**config.mk**
```make
export PLATFORM = sky130hd
export DESIGN_NAME = xbar_init_demux
export DESIGN_NICKNAME = d
export VERILOG_FILES = /design/src/logic/xbar_pkg.sv /design/src/logic/xbar_init_demux.sv
export SDC_FILE = /design/constraint.sdc
export NUM_CORES = 1
export LEC_CHECK = 0
export ABC_AREA = 1
export BUFFER_PORTS_ARGS = -buffer_cell sky130_fd_sc_hd__buf_2
export CORE_AREA = 4 4 95 97
export DETAILED_ROUTE_END_ITERATION = 6
export DIE_AREA = 0 0 99 101
export GPL_TIMING_DRIVEN = 0
export PLACE_DENSITY_LB_ADDON = 0.15
export SKIP_LAST_GASP = 1
export SLEW_MARGIN = 5
export SYNTH_ARGS = -nofsm -noshare
export SYNTH_HDL_FRONTEND = slang
export SYNTH_SLANG_ARGS = --single-unit
```
**constraint.sdc**
```tcl
create_clock -name clk_i -period 2.17 [get_ports clk_i]
set_clock_uncertainty 0.1 [all_clocks]
set_input_delay 0.1085 -clock clk_i [delete_from_list [all_inputs] [get_ports clk_i]]
set_output_delay 0.1085 -clock clk_i [all_outputs]
set_load 0.005 [all_outputs]
```
**src/logic/xbar_pkg.sv**
```systemverilog
/* Shared widths, port counts, address map and payload structs of the crossbar.
   Imported by every crossbar module and by the testbench. */
package xbar_pkg;

  // Port counts
  localparam int NUM_INIT = 2;
  localparam int NUM_TGT  = 3;

  // Bus widths
  localparam int ADDR_W = 16;
  localparam int DATA_W = 32;

  localparam int INIT_IDX_W = 1; // Wide enough to index NUM_INIT initiators

  // Fixed address map, entry t belongs to target t
  // A request hits target t when (addr & TGT_MASK[t]) == TGT_BASE[t]
  localparam logic [NUM_TGT-1:0][ADDR_W-1:0] TGT_BASE = {
    16'h4000, // Target 2
    16'h1000, // Target 1
    16'h0000  // Target 0
  };
  localparam logic [NUM_TGT-1:0][ADDR_W-1:0] TGT_MASK = {
    16'hF000,
    16'hF000,
    16'hF000
  };

  typedef logic [INIT_IDX_W-1:0] init_idx_t;

  // One-hot target select, bit NUM_TGT is the decode-error responder
  typedef logic [NUM_TGT:0] tgt_sel_t;

  // Request channel
  typedef struct packed {
    logic [ADDR_W-1:0] addr;
    logic              we;    // High for a write
    logic [DATA_W-1:0] wdata;
  } xbar_req_t;

  // Response channel
  typedef struct packed {
    logic [DATA_W-1:0] rdata; // Zero on writes and on decode errors
    logic              err;
  } xbar_rsp_t;

endpackage

```
**src/logic/xbar_init_demux.sv**
```systemverilog
/* Initiator-side request demultiplexer with a built-in decode-error responder.
   Decodes each request against the package map and returns the chosen target's response. */
`timescale 1ns/10ps

module xbar_init_demux
  import xbar_pkg::*;
(
  input  logic      clk_i,
  input  logic      arst_n_i,
  // Initiator port
  input  logic      req_valid_i,
  input  xbar_req_t req_i,
  output logic      req_ready_o,
  output logic      rsp_valid_o,
  output xbar_rsp_t rsp_o,
  input  logic      rsp_ready_i,
  // Toward the target multiplexers
  output logic      tgt_req_valid_o [NUM_TGT],
  output xbar_req_t tgt_req_o,
  input  logic      tgt_req_ready_i [NUM_TGT],
  input  logic      tgt_rsp_valid_i [NUM_TGT],
  input  xbar_rsp_t tgt_rsp_i       [NUM_TGT],
  output logic      tgt_rsp_ready_o [NUM_TGT]
);

  tgt_sel_t dec_sel; // Decode of the current request
  tgt_sel_t sel_q;   // Target of the outstanding transfer
  logic     busy_q;
  logic     tgt_ready;
  logic     req_hs;
  logic     rsp_hs;

  // Address decode, no hit selects the error responder
  always_comb begin
    for (int t = 0; t < NUM_TGT; t++) begin
      dec_sel[t] = (req_i.addr & TGT_MASK[t]) == TGT_BASE[t];
    end
    dec_sel[NUM_TGT] = ~|dec_sel[NUM_TGT-1:0];
  end

  // Request steering
  always_comb begin
    tgt_ready = dec_sel[NUM_TGT]; // Error responder is always ready
    for (int t = 0; t < NUM_TGT; t++) begin
      tgt_req_valid_o[t] = req_valid_i & ~busy_q & dec_sel[t];
      tgt_ready          = tgt_ready | (dec_sel[t] & tgt_req_ready_i[t]);
    end
  end

  assign req_ready_o = req_valid_i & ~busy_q & tgt_ready;
  assign tgt_req_o   = req_i; // Payload is shared, only the valids are steered
  assign req_hs      = req_valid_i & req_ready_o;

  // Response return from the registered select
  always_comb begin
    rsp_valid_o = busy_q & sel_q[NUM_TGT]; // Error answer one cycle after acceptance
    rsp_o       = xbar_rsp_t'{rdata: '0, err: 1'b1};
    for (int t = 0; t < NUM_TGT; t++) begin
      tgt_rsp_ready_o[t] = busy_q & sel_q[t] & rsp_ready_i;
      if (sel_q[t]) begin
        rsp_valid_o = busy_q & tgt_rsp_valid_i[t];
        rsp_o       = tgt_rsp_i[t];
      end
    end
  end

  assign rsp_hs = rsp_valid_o & rsp_ready_i;

  // One outstanding transfer, set on acceptance and cleared on the response
  always_ff @(posedge clk_i or negedge arst_n_i) begin
    if (!arst_n_i) begin
      busy_q <= 1'b0;
      sel_q  <= '0;
    end else if (req_hs) begin
      busy_q <= 1'b1;
      sel_q  <= dec_sel;
    end else if (rsp_hs) begin
      busy_q <= 1'b0;
    end
  end

endmodule

```
# [Word level (Yosys, flattened, before mapping)]
# Cells that the tools add are included.
[totals] reg_bits=5 latch_bits=0 ramBits=0 rom_bits=0 word_cells=40 mem_count=0
[op_classes] add_sub_neg=0 multipliers=0 n_div=0 magnitude_cmp=0 eq_ne=2 n_shift=0 muxes=8 bitwise=24 n_reduce_logical=4
[op_table] op="2-to-1 mux 33 bit" n=3
[op_table] op="AND 1 bit" n=20
[op_table] op="logical NOT 16 bit" n=1
[op_table] op="2-to-1 mux 1 bit" n=5
[op_table] op="equality test 4 x 1 -> 1 bit (second input constant)" n=1
[op_table] op="equality test 4 x 3 -> 1 bit (second input constant)" n=1
[op_table] op="OR 1 bit" n=3
[op_table] op="OR reduction 3 bit" n=1
[op_table] op="nonzero test 2 bit" n=1
[op_table] op="logical NOT 1 bit" n=1
[op_table] op="inverter 1 bit" n=1

# [Longest topological paths before layout]
[logic_depth] ltp_word=9 ltp_mapped=7 mapped_depth_nobuf=7

# [Least setup slack after synthesis]
# Ideal clock, no wire load.
[synth_path] path_kind="register -> output" startpoint="register sel_q[1]" endpoint="output rsp_o[10] (netlist name)" arrival_ns=0.988 path_slack_ns=0.973 path_stages_with_launch=8 n_path_buf=2 cell_sequence="dfrtp_1 buf_6 inv_6 nand2_4 inv_8 buf_12 a22oi_2 o21ai_1"
[synth_lines] element="from (decl)" line="xbar_init_demux.sv:27" text="tgt_sel_t sel_q;"
[synth_lines] element="from (signal assigned)" line="xbar_init_demux.sv:76" text="sel_q <= dec_sel;"
[synth_lines] element="to (decl)" line="xbar_init_demux.sv:15" text="output xbar_rsp_t rsp_o,"

==> results_dict.tcl <==
set metrics [dict create \
    cp_cell_sequence "clkbuf_1 > o21ai_0 > buf_2" \
    cts_tree "done" \
    grt_overflow 0 \
    drt_iter0_markers 17 \
    hpwl_mm 6.28 \
    power_mw 0.885 \
    globalRouteTotalUtil_pct 12.5 \
    rrSetupSlack_ns 0.82 \
    final-setup-viol-count 0 \
    drv_slew 0 \
    drive_above_1_share_pct 69.5 \
    cap_violations 0 \
    rows 33 \
    syn_area_um2 1600 \
    cts_made_buffers 3 \
    synth.ff_latch_count 5 \
    core_um2 8130 \
    netlist_instances 226 \
    timing.final.crit_period_ns 1.63 \
    firstDrtPassIters 4 \
    hold_viol_final 0 \
    die_w_um 99 \
    start_util_pct 19.7 \
    path_class "flop to primary output" \
    hold_depth 4 \
    status "completed" \
    cts_root_buf "clkbuf_8" \
    ys_warn_count 0 \
    power.density_nw_per_um2 316 \
    cp-startpoint "sel_q[2]$_DFFE_PN0P_" \
    finish.net_count 592 \
    fmax_mhz 613 \
    io_pins 248 \
    worst_pin_slew_ns 0.517 \
    drc 0 \
    rsz0062_at_grt "false" \
    ir_drop_mv 0.159 \
    cts-htree-levels 1 \
    p_leak_nw 1.55 \
    drt-total-wl_mm 7.11 \
    r2r_end "sel_q[2]$_DFFE_PN0P_" \
    ff2ff_path_depth 6 \
    cts_sinks 5 \
    critPathCaptureType "primary output" \
    crit_path_start_kind "flop" \
    port_buffers 202 \
    period_share_pct 75.1 \
    ys_seq_area_share_pct 7.82 \
    wire_per_inst_um 13.2 \
    holdPathEnd "busy_q$_DFFE_PN0P_" \
    grt_pass1_wl_mm 10.4 \
    synth_nets 384 \
    worstHoldStart "rsp_ready_i" \
    via_count 2210 \
    grt_antenna_before_repair 0 \
    dieArea_um2 10000 \
    cp_slowest_stage_delay_ns 0.44 \
    ant_nets 0 \
    slew_headroom_pct 65.5 \
    synth_cell_types 24 \
    drt-vias-per-instance 4.11 \
    timing.setup.tns_ns 0 \
    grt_max_degree 11 \
    syn_avg_cell_area_um2 7.08 \
    r2r-start "busy_q$_DFFE_PN0P_" \
    gp_congestion 0.771 \
    cp.arrival_ns 1.42 \
    fp.dieH_um 101 \
    first_global_vias 2154 \
    worstPathRequired_ns 1.96 \
    path_clk_slew_ns 0.03 \
    clockBufferDepth 2 \
    hold_class "input port to flop" \
    crit_slowest_cell "dfrtp_1" \
    critPathMaxFanout 10 \
    area_growth_pct 74.9 \
    clock_latency_ns 0.22 \
    antenna_cells 0 \
]
## Yosys cell counts (all sizes together)
cell type / number / area share, %
nand2: 52 / 13
o22ai: 1 / 0.39
nand4: 1 / 0.39
o21ai: 35 / 11
or2: 1 / 0.39
nor2: 9 / 2.4
inv: 12 / 3.6
clkbuf: 5 / 3.1
a22oi: 32 / 24
buf: 58 / 29
a21oi: 1 / 0.31
nor3: 3 / 0.94
nand3: 11 / 3.4
dfrtp: 5 / 7.8
## registers in the layout (all words and copies together), names as in the netlist
| signal | count |
|---|---|
| busy_q | 1 |
| sel_q | 4 |
## logic make-up (layout without fill, tap and decap cells)
group | Yosys count | count (layout) | synth area share [%]
buf+inv | 75 | 282 | 35.8
flops | 5 | 5 | 7.82
simple gates | 77 | 77 | 20.3
compound gates | 69 | 69 | 36.1
## layout make-up
type                    instances  area [µm²]
clock buffers                   4        45.0
fillers                       902        5340
inverters                      12        57.6
plain buffers                  63         515
well taps                     105         131
multi-input cells             146         901
flip-flops and latches          5         125
repair buffers                203        1020
## worst max path at each step
| stage | endpoint | cells after the start |
|---|---|---|
| floorplan | rsp_o[10] | 7 |
| global placement | rsp_o[0] | 3 |
| detailed placement | rsp_o[0] | 3 |
| CTS | rsp_o[0] | 3 |
| global route | rsp_o[7] | 5 |
| finish | rsp_o[0] | 3 |
## placed cells by master (no fill, tap or decap), drive strengths merged
| master | Yosys | final |
|---|---|---|
| buf | 58 | 260 |
| nand2 | 52 | 52 |
| o21ai | 35 | 35 |
| a22oi | 32 | 32 |
| inv | 12 | 12 |
| nand3 | 11 | 11 |
| nor2 | 9 | 9 |
| clkbuf | 5 | 9 |
| dfrtp | 5 | 5 |
| nor3 | 3 | 3 |
| o22ai | 1 | 1 |
| nand4 | 1 | 1 |
| a21oi | 1 | 1 |
| or2 | 1 | 1 |
| dlygate4sd3 | 0 | 1 |
## per-stage QoR
stage	instance area [µm²]	setup WS (ns)	util, %	instances	hold slack, ns
5_1_grt	2800	0.353	34.4	538	0.137
3_5_place_dp	2740	0.702	33.7	533	-0.170
2_1_floorplan	1600	0.973	-	226	-0.287
6_report	2800	0.540	34.4	538	0.0977
4_1_cts	2800	0.441	34.4	538	0.101
3_3_place_gp	2740	0.701	33.7	533	-0.173
## layer usage
layer / track usage (%) / wire length [µm] / up-vias
li1: - / - / 1135
met1: 13.4 / 2460 / 957
met2: 25.1 / 3950 / 115
met3: 2.56 / 670 / 3
met4: 1.89 / 27 / 0
met5: 0 / 0 / -
## critical path, delay by kind of cell, from the launching register on
kind,cells,cell delay (ns)
buffers and inverters,2,0.59
flip-flops,1,0.44
AO/OA/AOI/OAI,1,0.16
## power by group
part / total [mW] / switching [mW] / leakage [nW] / internal [mW]
Clock: 0.170 / 0.0440 / 0.0228 / 0.126
Combinational: 0.595 / 0.281 / 1.47 / 0.314
Sequential: 0.120 / 0.0129 / 0.0627 / 0.108
## repair_timing
action	4_1_cts	5_1_grt
resized for setup	0	0
hold endpoints to repair	5	0
setup buffers	0	0
endpoints found under the setup margin	0	0
hold buffers	1	0
Note: power is estimated with default switching activity, not from simulation.
